**src/logic/alu_pkg.sv**
```systemverilog
package alu_pkg;

  localparam int DATA_W = 64;

  typedef logic [DATA_W-1:0] data_t;
  typedef logic [5:0]        flags_t;   // C O A S Z P
  typedef logic [3:0]        op_code_t;
  typedef logic [3:0]        cond_t;
  typedef logic [1:0]        ext_t;

  // bit positions inside flags_t
  localparam int FL_C = 5;
  localparam int FL_O = 4;
  localparam int FL_A = 3;
  localparam int FL_S = 2;
  localparam int FL_Z = 1;
  localparam int FL_P = 0;

  // operation codes, 13..15 give no result
  localparam op_code_t OP_ADD   = 4'd0;
  localparam op_code_t OP_SUB   = 4'd1;
  localparam op_code_t OP_AND   = 4'd2;
  localparam op_code_t OP_OR    = 4'd3;
  localparam op_code_t OP_XOR   = 4'd4;
  localparam op_code_t OP_MOV   = 4'd5;
  localparam op_code_t OP_ZXT8  = 4'd6;
  localparam op_code_t OP_ZXT16 = 4'd7;
  localparam op_code_t OP_SXT8  = 4'd8;
  localparam op_code_t OP_SXT16 = 4'd9;
  localparam op_code_t OP_SXT32 = 4'd10;
  localparam op_code_t OP_CMOV  = 4'd11;
  localparam op_code_t OP_CSET  = 4'd12;

  // condition codes, odd code is the inverse of the one before
  localparam cond_t CC_Z   = 4'd0;
  localparam cond_t CC_NZ  = 4'd1;
  localparam cond_t CC_S   = 4'd2;
  localparam cond_t CC_NS  = 4'd3;
  localparam cond_t CC_UGT = 4'd4;
  localparam cond_t CC_ULE = 4'd5;
  localparam cond_t CC_UGE = 4'd6;
  localparam cond_t CC_ULT = 4'd7;
  localparam cond_t CC_SGT = 4'd8;
  localparam cond_t CC_SLE = 4'd9;
  localparam cond_t CC_SGE = 4'd10;
  localparam cond_t CC_SLT = 4'd11;
  localparam cond_t CC_O   = 4'd12;
  localparam cond_t CC_NO  = 4'd13;
  localparam cond_t CC_P   = 4'd14;
  localparam cond_t CC_NP  = 4'd15;

  // extension source sizes
  localparam ext_t EXT_BYTE = 2'd0;
  localparam ext_t EXT_HALF = 2'd1;
  localparam ext_t EXT_WORD = 2'd2;

  // logic unit function select
  localparam logic [1:0] LS_AND = 2'd0;
  localparam logic [1:0] LS_OR  = 2'd1;
  localparam logic [1:0] LS_XOR = 2'd2;

endpackage

```
**src/logic/op_decode.sv**
```systemverilog
`timescale 1ns/1ps

module op_decode (
  input  alu_pkg::op_code_t op,
  input  logic              wide,
  output logic              is_arith,
  output logic              is_sub,
  output logic              is_logic,
  output logic [1:0]        logic_sel,
  output logic              is_mov,
  output logic              is_ext,
  output logic              ext_signed,
  output alu_pkg::ext_t     ext_size,
  output logic              is_cmov,
  output logic              is_cset
);
  import alu_pkg::*;

  always_comb begin
    is_arith   = 1'b0;
    is_sub     = 1'b0;
    is_logic   = 1'b0;
    logic_sel  = LS_AND;
    is_mov     = 1'b0;
    is_ext     = 1'b0;
    ext_signed = 1'b0;
    ext_size   = EXT_BYTE;
    is_cmov    = 1'b0;
    is_cset    = 1'b0;
    case (op)
      OP_ADD: is_arith = 1'b1;
      OP_SUB: begin
        is_arith = 1'b1;
        is_sub   = 1'b1;
      end
      OP_AND: is_logic = 1'b1;
      OP_OR: begin
        is_logic  = 1'b1;
        logic_sel = LS_OR;
      end
      OP_XOR: begin
        is_logic  = 1'b1;
        logic_sel = LS_XOR;
      end
      OP_MOV: is_mov = 1'b1;
      OP_ZXT8: is_ext = 1'b1;
      OP_ZXT16: begin
        is_ext   = 1'b1;
        ext_size = EXT_HALF;
      end
      OP_SXT8: begin
        is_ext     = 1'b1;
        ext_signed = 1'b1;
      end
      OP_SXT16: begin
        is_ext     = 1'b1;
        ext_signed = 1'b1;
        ext_size   = EXT_HALF;
      end
      OP_SXT32: begin
        is_ext     = wide;
        is_mov     = ~wide;   // word into 32 bits is just a move
        ext_signed = 1'b1;
        ext_size   = EXT_WORD;
      end
      OP_CMOV: is_cmov = 1'b1;
      OP_CSET: is_cset = 1'b1;
      default: ;              // no result
    endcase
  end

endmodule

```
**src/logic/add_sub_unit.sv**
```systemverilog
`timescale 1ns/1ps

module add_sub_unit (
  input  alu_pkg::data_t a,
  input  alu_pkg::data_t b,
  input  logic           is_sub,
  input  logic           wide,
  output alu_pkg::data_t sum,
  output logic           carry,
  output logic           aux_carry,
  output logic           overflow
);
  import alu_pkg::*;

  data_t       b_op;
  logic [64:0] full;
  logic        carry32;
  logic        a_msb;
  logic        b_msb;
  logic        r_msb;

  assign b_op = is_sub ? ~b : b;   // subtract as a + ~b + 1
  assign full = {1'b0, a} + {1'b0, b_op} + {64'b0, is_sub};

  // carry into a bit is the sum bit with both operand bits removed
  assign carry32   = full[32] ^ a[32] ^ b_op[32];
  assign aux_carry = full[4] ^ a[4] ^ b_op[4];
  assign carry     = wide ? full[64] : carry32;

  assign a_msb = wide ? a[63] : a[31];
  assign b_msb = wide ? b_op[63] : b_op[31];
  assign r_msb = wide ? full[63] : full[31];
  assign overflow = (a_msb == b_msb) && (r_msb != a_msb);

  assign sum = wide ? full[63:0] : {32'b0, full[31:0]};

endmodule

```
**src/logic/cond_eval.sv**
```systemverilog
`timescale 1ns/1ps

module cond_eval (
  input  alu_pkg::flags_t flags,
  input  alu_pkg::cond_t  cond,
  output logic            cond_true
);
  import alu_pkg::*;

  logic s_ne_o;

  assign s_ne_o = flags[FL_S] ^ flags[FL_O];

  always_comb begin
    cond_true = 1'b0;
    case (cond)
      CC_Z:   cond_true = flags[FL_Z];
      CC_NZ:  cond_true = ~flags[FL_Z];
      CC_S:   cond_true = flags[FL_S];
      CC_NS:  cond_true = ~flags[FL_S];
      CC_UGT: cond_true = ~(flags[FL_C] | flags[FL_Z]);
      CC_ULE: cond_true = flags[FL_C] | flags[FL_Z];
      CC_UGE: cond_true = ~flags[FL_C];
      CC_ULT: cond_true = flags[FL_C];
      CC_SGT: cond_true = ~(s_ne_o | flags[FL_Z]);
      CC_SLE: cond_true = s_ne_o | flags[FL_Z];
      CC_SGE: cond_true = ~s_ne_o;
      CC_SLT: cond_true = s_ne_o;
      CC_O:   cond_true = flags[FL_O];
      CC_NO:  cond_true = ~flags[FL_O];
      CC_P:   cond_true = flags[FL_P];
      CC_NP:  cond_true = ~flags[FL_P];
      default: ;
    endcase
  end

endmodule

```
**src/logic/logic_move_unit.sv**
```systemverilog
`timescale 1ns/1ps

module logic_move_unit #(
  parameter int DATA_W = 64
) (
  input  alu_pkg::data_t a,
  input  alu_pkg::data_t b,
  input  logic           wide,
  input  logic           is_logic,
  input  logic [1:0]     logic_sel,
  input  logic           is_mov,
  input  logic           is_ext,
  input  logic           ext_signed,
  input  alu_pkg::ext_t  ext_size,
  input  logic           is_cmov,
  input  logic           is_cset,
  input  logic           cond_true,
  output alu_pkg::data_t lres
);
  import alu_pkg::*;

  localparam int HALF_W = DATA_W / 2;

  data_t logic_res;
  data_t ext_res;
  data_t full_res;

  always_comb begin
    case (logic_sel)
      LS_OR:   logic_res = a | b;
      LS_XOR:  logic_res = a ^ b;
      default: logic_res = a & b;
    endcase
  end

  // sign or zero fill from the chosen source size
  always_comb begin
    case (ext_size)
      EXT_BYTE: ext_res = {{(DATA_W-8){ext_signed & b[7]}}, b[7:0]};
      EXT_HALF: ext_res = {{(DATA_W-16){ext_signed & b[15]}}, b[15:0]};
      EXT_WORD: ext_res = {{(DATA_W-32){ext_signed & b[31]}}, b[31:0]};
      default:  ext_res = '0;
    endcase
  end

  always_comb begin
    if (is_logic)
      full_res = logic_res;
    else if (is_mov)
      full_res = b;
    else if (is_ext)
      full_res = ext_res;
    else if (is_cmov)
      full_res = cond_true ? b : a;
    else if (is_cset)
      full_res = {{(DATA_W-1){1'b0}}, cond_true};
    else
      full_res = '0;    // no result
  end

  assign lres = wide ? full_res : {{HALF_W{1'b0}}, full_res[HALF_W-1:0]};

endmodule

```
**src/logic/flag_gen.sv**
```systemverilog
`timescale 1ns/1ps

module flag_gen (
  input  alu_pkg::data_t  sum,
  input  alu_pkg::data_t  lres,
  input  logic            is_arith,
  input  logic            is_sub,
  input  logic            is_logic,
  input  logic            wide,
  input  logic            carry,
  input  logic            aux_carry,
  input  logic            overflow,
  output alu_pkg::data_t  result,
  output alu_pkg::flags_t fl
);
  import alu_pkg::*;

  logic sign;
  logic zero;
  logic parity;

  assign result = is_arith ? sum : lres;

  assign sign   = wide ? result[63] : result[31];
  assign zero   = wide ? (result == '0) : (result[31:0] == 32'b0);
  assign parity = ~^result[7:0];   // even parity of low byte

  always_comb begin
    fl = '0;
    if (is_arith) begin
      // borrow is the inverted carry on subtract
      fl[FL_C] = carry ^ is_sub;
      fl[FL_O] = overflow;
      fl[FL_A] = aux_carry ^ is_sub;
      fl[FL_S] = sign;
      fl[FL_Z] = zero;
      fl[FL_P] = parity;
    end else if (is_logic) begin
      fl[FL_S] = sign;
      fl[FL_Z] = zero;
      fl[FL_P] = parity;
    end
  end

endmodule

```
**src/logic/alu_retire.sv**
```systemverilog
`timescale 1ns/1ps

module alu_retire (
  input  logic            clk,
  input  logic            rst,
  input  logic            valid,
  input  logic            sets_flags,
  input  logic            thread,
  input  logic            except,
  input  logic            except_thread,
  input  alu_pkg::data_t  result,
  input  alu_pkg::flags_t fl,
  output alu_pkg::data_t  res,
  output alu_pkg::flags_t flags,
  output logic            flags_we,
  output logic            ret_en
);

  logic valid_q;
  logic sets_flags_q;
  logic inhibit;
  logic inhibit_q;
  logic except_q;
  logic except_thread_q;

  // same thread hit now or one cycle back
  assign inhibit = (except && (except_thread == thread)) ||
                   (except_q && (except_thread_q == thread));

  always_ff @(posedge clk) begin
    if (rst) begin
      valid_q         <= 1'b0;
      sets_flags_q    <= 1'b0;
      inhibit_q       <= 1'b0;
      except_q        <= 1'b0;
      except_thread_q <= 1'b0;
      res             <= '0;
      flags           <= '0;
    end else begin
      valid_q         <= valid;
      sets_flags_q    <= sets_flags;
      inhibit_q       <= inhibit;
      except_q        <= except;
      except_thread_q <= except_thread;
      res             <= result;
      flags           <= sets_flags ? fl : '0;
    end
  end

  assign ret_en   = valid_q & ~inhibit_q;
  assign flags_we = valid_q & sets_flags_q;

endmodule

```
**src/logic/int_alu.sv**
```systemverilog
`timescale 1ns/1ps

module int_alu #(
  parameter int DATA_W = 64
) (
  input  logic              clk,
  input  logic              rst,
  input  logic              valid,
  input  alu_pkg::op_code_t op,
  input  logic              wide,
  input  alu_pkg::cond_t    cond,
  input  logic              sets_flags,
  input  alu_pkg::flags_t   flags_in,
  input  alu_pkg::data_t    a,
  input  alu_pkg::data_t    b,
  input  logic              thread,
  input  logic              except,
  input  logic              except_thread,
  output alu_pkg::data_t    res,
  output alu_pkg::flags_t   flags,
  output logic              flags_we,
  output logic              ret_en
);
  import alu_pkg::*;

  logic       is_arith;
  logic       is_sub;
  logic       is_logic;
  logic [1:0] logic_sel;
  logic       is_mov;
  logic       is_ext;
  logic       ext_signed;
  ext_t       ext_size;
  logic       is_cmov;
  logic       is_cset;
  logic       cond_true;
  data_t      sum;
  logic       carry;
  logic       aux_carry;
  logic       overflow;
  data_t      lres;
  data_t      result;
  flags_t     fl;

  op_decode u_decode (
    .op(op), .wide(wide), .is_arith(is_arith), .is_sub(is_sub),
    .is_logic(is_logic), .logic_sel(logic_sel), .is_mov(is_mov),
    .is_ext(is_ext), .ext_signed(ext_signed), .ext_size(ext_size),
    .is_cmov(is_cmov), .is_cset(is_cset)
  );

  add_sub_unit u_add (
    .a(a), .b(b), .is_sub(is_sub), .wide(wide), .sum(sum),
    .carry(carry), .aux_carry(aux_carry), .overflow(overflow)
  );

  cond_eval u_cond (.flags(flags_in), .cond(cond), .cond_true(cond_true));

  logic_move_unit #(.DATA_W(DATA_W)) u_lmu (
    .a(a), .b(b), .wide(wide), .is_logic(is_logic), .logic_sel(logic_sel),
    .is_mov(is_mov), .is_ext(is_ext), .ext_signed(ext_signed),
    .ext_size(ext_size), .is_cmov(is_cmov), .is_cset(is_cset),
    .cond_true(cond_true), .lres(lres)
  );

  flag_gen u_flags (
    .sum(sum), .lres(lres), .is_arith(is_arith), .is_sub(is_sub),
    .is_logic(is_logic), .wide(wide), .carry(carry), .aux_carry(aux_carry),
    .overflow(overflow), .result(result), .fl(fl)
  );

  alu_retire u_retire (
    .clk(clk), .rst(rst), .valid(valid), .sets_flags(sets_flags),
    .thread(thread), .except(except), .except_thread(except_thread),
    .result(result), .fl(fl), .res(res), .flags(flags),
    .flags_we(flags_we), .ret_en(ret_en)
  );

endmodule

```
**config.mk**
```make
export PLATFORM = sky130hd
export DESIGN_NAME = int_alu
export DESIGN_NICKNAME = d
export VERILOG_FILES = /design/src/logic/alu_pkg.sv /design/src/logic/op_decode.sv /design/src/logic/add_sub_unit.sv /design/src/logic/cond_eval.sv /design/src/logic/logic_move_unit.sv /design/src/logic/flag_gen.sv /design/src/logic/alu_retire.sv /design/src/logic/int_alu.sv
export SDC_FILE = /design/constraint.sdc
export NUM_CORES = 1
export LEC_CHECK = 0
export ABC_AREA = 1
export BUFFER_PORTS_ARGS = -buffer_cell sky130_fd_sc_hd__buf_2
export CAP_MARGIN = 10
export CELL_PAD_IN_SITES_DETAIL_PLACEMENT = 0
export CELL_PAD_IN_SITES_GLOBAL_PLACEMENT = 1
export CORE_MARGIN = 4
export CORE_UTILIZATION = 40
export DETAILED_ROUTE_END_ITERATION = 10
export GPL_TIMING_DRIVEN = 0
export PLACE_DENSITY_LB_ADDON = 0.1
export SLEW_MARGIN = 20
export SYNTH_ARGS = -nofsm -noshare
export SYNTH_HDL_FRONTEND = slang
export SYNTH_HIERARCHICAL = 1
export SYNTH_SLANG_ARGS = --single-unit
```
**constraint.sdc**
```tcl
create_clock -name clk -period 9.7 [get_ports clk]
set_input_delay 0.485 -clock clk [delete_from_list [all_inputs] [get_ports clk]]
set_output_delay 0.485 -clock clk [all_outputs]
set_load 0.01 [all_outputs]
```
Word level (Yosys, flattened, before mapping)
Cells that the tools add are included.

Add/subtract/negate cells: 2. Reduce and logical (&&, ||, !) cells: 17. Bitwise operators: 30. Eq/ne operators: 35. Multiplexer cells: 31.

Operators by type and width (number): $mux 64 (9); $pmux 64 s3 (1); $pmux 64 s2 (1); $add 64x64->65 (1); $add 65x1->65 (1); $and 64x64->64 (1); $logic_not 64->1 (1); $not 64->64 (1); $or 64x64->64 (1); $xor 64x64->64 (1); $eq 4x4->1 const B (13); $eq 4x3->1 const B (8); $logic_not 32->1 (1); $eq 4x2->1 const B (4); $pmux 1 s16 (1); $mux 1 (13); $not 1->1 (12); $reduce_or 3->1 (3); $eq 4x1->1 const B (2); $logic_not 4->1 (2); $pmux 2 s2 (2); $reduce_xnor 8->1 (1); $xor 1x1->1 (7); $mux 3 (2); 12 further kinds (26).

Register bits: 75. Logic and storage cells: 123.

Logic depth before layout (Yosys ltp)
Gate-level depths: netlist of the first run.

Depth after elaboration: 15. Mapped depth: 35.

Modules after synthesis
The synthesis of the first run kept the hierarchy.

By module, submodules not included: logic_move_unit (cells each 1188, area each 6527.5 um^2, instances 1); add_sub_unit (cells each 1042, area each 5545.3 um^2, instances 1); alu_retire (cells each 247, area each 2277.2 um^2, instances 1); flag_gen (cells each 365, area each 1531.5 um^2, instances 1); cond_eval (cells each 43, area each 175.2 um^2, instances 1); op_decode (cells each 34, area each 157.7 um^2, instances 1).

Worst setup path before layout of the first run
OpenSTA, ideal clock, no wires.

Path type: input -> register. From: input op[2]. To: register u_retire.flags[1]. Path buffers: 3. Setup slack: 5863 ps. Arrival: 3772 ps. Required time: 9636 ps. Cell stages on the path: 31. Path through: inv_1 -> nand2_1 -> nor2_1 -> buf_6 -> buf_2 -> buf_2 -> xor2_1 -> ha_1 -> a21oi_1 -> inv_1 -> a31oi_1 -> nand2_1 -> nor2_2 -> nand2_4 -> nand2_1 -> nand2_2 -> nand2_1 -> nand3b_1 -> nand2_1 -> nor2_1 -> inv_1 -> nand2_1 -> nand2_1 -> nand2_1 -> nor2_1 -> nand2_1 -> nor2_1 -> nand2_1 -> a21oi_1 -> inv_1 -> nor2_1.

Elaborated cells on any way between the ends: 54. Classes of those cells: add/sub (2); eq/ne (16); mux (24); bitwise (3); reduce/logical (9).

RTL lines: start: declaration (RTL line int_alu.sv:9) `input alu_pkg::op_code_t op,`; $eq 4x1->1 * (RTL line op_decode.sv:30) `case (op)`; $mux 1 * (RTL line op_decode.sv:30); net is_sub (RTL line int_alu.sv:27) `logic is_sub;`; $mux 64 (RTL line add_sub_unit.sv:22) `assign b_op = is_sub ? ~b : b;`; $add 64x64->65 (RTL line add_sub_unit.sv:23) `assign full = {1'b0, a} + {1'b0, b_op} + {64'b0, is_sub};`; $add 65x1->65 * (RTL line add_sub_unit.sv:23); $mux 64 * (RTL line add_sub_unit.sv:35) `assign sum = wide ? full[63:0] : {32'b0, full[31:0]};`; net sum[55] (RTL line int_alu.sv:37) `data_t sum;`; $mux 64 * (RTL line flag_gen.sv:22) `assign result = is_arith ? sum : lres;`; $logic_not 64->1 * (RTL line flag_gen.sv:25) `assign zero = wide ? (result == '0) : (result[31:0] == 32'b0);`; $mux 1 * (RTL line flag_gen.sv:25); $mux 3 (RTL line flag_gen.sv:38) `end else if (is_logic) begin`; $mux 3 * (RTL line flag_gen.sv:30) `if (is_arith) begin`; net fl[1] (RTL line int_alu.sv:43) `flags_t fl;`; end signal: assignment (RTL line alu_retire.sv:46) `flags <= sets_flags ? fl : '0;`; end: declaration (RTL line alu_retire.sv:14) `output alu_pkg::flags_t flags,`.

Mark *: on every way through the listed nets, which the timed path passes. The rest lies on a longest branch. A chain may end at the register's enable or synchronous reset.

Worst setup path in the final report of the first run
Same ends and word-level chain as after synthesis.

==> flow_summary.yaml, run 1 <==
flow_run:
  maxCapViolCount: 0
critical_path:
  setup.worst_path.class: "in2reg"
  cp_data_arrival_time_ps: 5590
  cp-end-kind: "flop"
  worst_path_most_repeated_cell: "nand2_1"
  slowest_delay_ps: 400
  critPathMaxFanout: 10
  start_kind: "input pin"
  worst-endpoint-required_ps: 9980
  slowest_stage: "buf_2"
die:
  initial_utilization_pct: 40.62
  core.rowCount: 73
  dieArea_mm2: 0.04382
  core_region_area_mm2: 0.03991
  die_h_um: 209.3
  floorplan.io_pins: 222
  die_w_um: 209.3
timing:
  layout_setup_ws_ps: 4389
  rsz0062_at_grt: "no"
  worst_slew_pin_slew_ps: 1145
  setup_viol: 0
  fin_crit_sh_pct: 54.75
  skew_ps: 1.130
  fin_tns_setup_ps: 0
  max_freq_mhz: 188.3
  slew_violations: 0
  post-route-min-period_ps: 5311
  hold_viol_final: 0
  maxSlewHeadroom_pct: 23.70
logic_synthesis:
  synthCells: 2919
  yosysSeqAreaShare_pct: 9.260
  synth_cell_type_count: 53
  syn_avg_cell_area_um2: 5.555
  syn-num-nets: 3267
  synth-edff-count: 0
  synth-main-ff-cell: "dfxtp_1"
  yosysWarnings: 6
  ys_async_sr_fraction_pct: 0
  ys_seq_elements: 75
  syn_area_mm2: 0.01621
grt:
  grtUsageMet2_pct: 49.34
  antenna_found_initial: 5
  grt_pass1_vias: 18120
  overflow: 0
  track_usage_pct: 32.93
  busiest_layer: "met2"
  grt_max_degree: 14
  grt_pass1_wl_mm: 111.4
  grtUsageMet3_pct: 6.233
  grt_util_met1_pct: 48.71
clock_tree:
  clk_latency_ps: 340
  cts_hold_repair.buffers: 0
  path_clk_slew_ps: 50
  cts_resized: 0
  cts-root-buf: "clkbuf_16"
  cts_tree: "yes"
  clock_path_buffers: 2
  post-cts-setup-buffers: 0
  cts_max_level: 3
  cts.sinks: 75
  cts_buffers: 9
route:
  drt-initial-drc-count: 2159
  drc: 0
  dr.pass1.iters: 6
  antenna_left: 0
  finalWirelength_mm: 75.58
  wire_per_inst_um: 20.54
  viasPerCell: 5.372
  via_count: 19770
place:
  place_ws_ps: 4155
  dp.cells: 3663
  gp_congestion: 1.041
  dp_hpwl_mm: 62.05
  placed_cell_area_mm2: 0.01797
  numPortBuffers: 219
finish:
  layout_common_cells: "nand2_1 (868), inv_1 (495), nor2_1 (316)"
  drive_above_1_share_pct: 12.90
  final_cell_area_mm2: 0.01826
  finalNonFillerCells: 3680
  final_common_cell: "nand2_1"
  synthToLayoutAreaGrowth_pct: 12.61
  fin_nets: 3497
run_status:
  status: "complete, no violations"
pwr:
  ir_drop_v: 0.00006953
  leakage_nw: 10.11
  power_density_mw_per_mm2: 94.06
hold_path:
  hold_class: "in2reg"
-- worst paths after layout --
| path | startpoint | to | slack (ps) | cells after the start |
|---|---|---|---|---|
| setup reg to reg | u_retire/except_thread_q | u_retire/inhibit_q | 8980 | 4 |
| hold / removal | rst | u_retire/sets_flags_q | 340 | 2 |
| setup / recovery | op[2] | u_retire/flags[1] | 4390 | 30 |
| hold reg to reg | u_retire/except_q | u_retire/inhibit_q | 560 | 4 |
-- metal layers --
layer | routed length, µm | share of wire (%)
met5 | 28 | 0.037
met3 | 7772 | 10
met4 | 1702 | 2.3
met2 | 31320 | 41
met1 | 34760 | 46
-- sequential cells by signal, summed over array words and instances (netlist names) --
name / count
u_retire/inhibit_q: 1
u_retire/sets_flags_q: 1
u_retire/flags: 6
u_retire/valid_q: 1
u_retire/except_thread_q: 1
u_retire/except_q: 1
u_retire/res: 64
-- cells by family (layout without fill, tap and decap cells) --
logic type / Yosys count / after routing / synth area share [%]
AND/OR/NAND/NOR: 1401 / 1401 / 35.40
buffers and inverters: 626 / 861 / 15.89
AO/OA/AOI/OAI: 514 / 514 / 18.40
adder cells (fa/ha/maj): 198 / 198 / 15.33
XOR/XNOR: 105 / 105 / 5.718
flip-flops: 75 / 75 / 9.260
other: 0 / 1 / 0
-- report_power, final --
part	switching, mW	internal [mW]	leakage (nW)
sequential	0.00517	0.330	0.616
clock	0.135	0.189	0.136
combinational	0.729	0.329	9.36
-- critical path: cells and delay by family --
kind | cells | cell delay [ps]
and+or+nand+nor | 15 | 1890
buffers and inverters | 8 | 1490
xor gates and xnor gates | 1 | 300
adders and majority gates | 1 | 370
AOI/OAI and AO/OA | 5 | 1020
-- cell type report --
cell class,instances,area (µm²)
Multi-Input combinational cell,2218,12140
Tap cell,525,656.9
Clock inverter,4,32.53
Antenna cell,1,2.502
Timing Repair Buffer,219,1096
Fill cell,4528,21660
Buffer,117,665.6
Inverter,509,1911
Sequential cell,75,1501
Clock buffer,12,256.5
-- synthesized netlist by cell type, types with 5 or more instances --
library cell  instances  area [µm²]
ha_1                197        2465
nor2_2                6       37.54
o211ai_1             30       225.2
a21oi_2              33       289.0
inv_1               495        1858
buf_1                 5       18.77
buf_2                45       225.2
xor2_1               86       753.2
a31oi_1              11       68.82
or2_2                 9       56.30
xnor2_1              18       157.7
o21bai_1             15       112.6
o221ai_1             18       157.7
nor2_4               14       157.7
clkbuf_1             44       165.2
nor2_1              316        1186
buf_4                 6       45.04
buf_6                13       146.4
nand2_1             868        3258
a21o_1                7       52.55
o21ai_2               6       52.55
a21oi_1             231        1156
inv_2                13       48.80
dfxtp_1              75        1501
nand2_2               9       56.30
nor3_1               20       100.1
nand3_1             138       690.7
o21ai_0             118       590.6
o22ai_1               8       50.05
o21ai_1              25       125.1
-- metrics by stage --
step                util (%)  power, mW  hold WS [ps]
floorplan                  -      1.004         479.4
global placement       45.01      1.362         533.0
detailed placement     45.01      1.369         553.1
CTS                    45.74      1.701         329.6
global route           45.74      1.837         337.1
finish                 45.74      1.717         341.3
No activity file was read; power rests on OpenSTA's default activity.
==> run 2, diff against run 1 <==
- CORE_UTILIZATION: 40 -> 37
- clock period: 9.7 -> 4.5 ns (I/O delays scaled with it)
==> run 2 against run 1 <==
Clock-buffer cell count fell by 3. Sequential power rose by 120%. Cell count rose by 1.6%. Clock skew rose by 3.1 ps. Hold slack got worse by 270 ps.
==> flow_summary.yaml, run 2 (synthesis gave the netlist of run 1 again) <==
finish:
  utilization_pct: 42.95
  final_common_cell: "nand2_1"
  top_register: "u_retire/res"
  top_regs: "u_retire/res (64), u_retire/flags (6)"
  layout_common_cells: "nand2_1 (862), inv_1 (495), nor2_1 (307)"
  largest_reg_flops: 64
  synthToLayoutAreaGrowth_pct: 14.35
  n_fill_cell: 4959
  fin_nets: 3497
  drive_above_1_share_pct: 14.05
  final_cell_area_mm2: 0.01854
  finalNonFillerCells: 3739
route:
  wl_met3_mm: 7.193
  via_count: 19610
  wl_met1_mm: 36.52
  top_layer_used: "met5"
  drt-initial-drc-count: 1885
  drc: 0
  antenna_left: 0
  viasPerCell: 5.243
  finalWirelength_mm: 77.77
  wl_met2_mm: 32.64
  wire_per_inst_um: 20.80
  dr.pass1.iters: 7
place:
  gp_congestion: 1.039
  place_ws_ps: -762.8
  placed_cell_area_mm2: 0.01804
  numPortBuffers: 219
  dp.cells: 3723
  dp_hpwl_mm: 64.06
clock_tree:
  cts_tree: "yes"
  clock_path_buffers: 2
  cts_max_level: 3
  post-cts-setup-buffers: 0
  cts-root-buf: "clkbuf_16"
  path_clk_slew_ps: 60
  cts_buffers: 9
  cts.sinks: 75
  clk_latency_ps: 340
  cts_hold_repair.buffers: 0
critical_path:
  reg2reg_from: "u_retire/except_thread_q"
  slowest_delay_ps: 380
  cp_top_family: "compound AO/OA/AOI/OAI gates"
  startpoint: "op[3]"
  worst-endpoint-required_ps: 4790
  worstPathBufferInverterCount: 7
  start_kind: "input pin"
  critPathMaxFanout: 10
  cp_data_arrival_time_ps: 4590
  slowest_stage: "a21oi_1"
  worst_path_most_repeated_cell: "nand2_1"
  cp-end-kind: "flop"
  setup.worst_path.class: "in2reg"
hold_path:
  hold_class: "in2reg"
  hold_start: "rst"
pwr:
  leakage_nw: 10.18
  ir_drop_v: 0.0001853
  p_int_mw: 1.972
  power_density_mw_per_mm2: 209.8
  clkPwrFrac_pct: 21.8
  p_seq_share_pct: 18.6
  switching_share_pct: 49.30
  comb_power_share_pct: 59.6
  p_switching_mw: 1.918
timing:
  fin_crit_sh_pct: 95.54
  hold_viol_final: 0
  maxSlewHeadroom_pct: 38.27
  skew_ps: 4.241
  worst_hold_slack_ps: 69.33
  setup_viol: 0
  max_freq_mhz: 232.6
  layout_setup_ws_ps: 200.7
  worst_slew_pin_slew_ps: 926.0
  slew_violations: 0
  post-route-min-period_ps: 4299
die:
  dieArea_mm2: 0.04724
  core_region_area_mm2: 0.04317
  core.rowCount: 76
  initial_utilization_pct: 37.56
  die_h_um: 217.3
  floorplan.io_pins: 222
  die_w_um: 217.3
grt:
  grt_pass1_wl_mm: 114.3
  overflow: 0
  grt_max_degree: 14
  track_usage_pct: 31.79
  antenna_found_initial: 5
  grt_pass1_vias: 18030
flow_run:
  maxCapViolCount: 0
run_status:
  status: "complete, no violations"
run 2: layout make-up:
type,instances,area [µm²],share of cell area (%)
Multi-Input combinational cell,2218,12270,66.16
Inverter,509,1911,10.30
Sequential cell,75,1501,8.098
Timing Repair Buffer,219,1096,5.911
Tap cell,585,732.0,3.948
Buffer,117,694.4,3.745
Clock buffer,9,225.2,1.215
Clock inverter,6,112.6,0.6073
Antenna cell,1,2.502,0.01350
run 2: power by group through the flow:
stage	Clock, mW	Sequential [mW]	Combinational [mW]
after floorplan	0	0.763	1.40
after global placement	0	0.737	2.22
after detailed placement	0	0.738	2.24
after CTS	0.869	0.724	2.26
after global routing	0.897	0.728	2.54
final	0.847	0.723	2.32
run 2: stage by stage:
stage / TNS [ps] / power (mW)
final: 0 / 3.890
after global routing: -18.34 / 4.167
after CTS: 0 / 3.849
after detailed placement: -3140 / 2.976
after global placement: -3687 / 2.961
after floorplan: 0 / 2.164
run 2: metal layers:
metal	up-vias	global-route usage, %
li1	9555	-
met1	9136	47.23
met2	833	48.88
met3	77	4.985
met4	4	5.745
met5	-	0
run 2: final timing paths:
check             cells after the start               endpoint  slack [ps]
setup reg to reg                      4     u_retire/inhibit_q        3880
hold / removal                        2  u_retire/sets_flags_q          70
setup / recovery                     29      u_retire/flags[1]         200
hold reg to reg                       4     u_retire/inhibit_q         510
run 2: what timing repair did:
item                       in CTS  in global routing
pin swaps                       0                  1
gates resized for setup        15                 46
setup endpoints to repair       1                  1
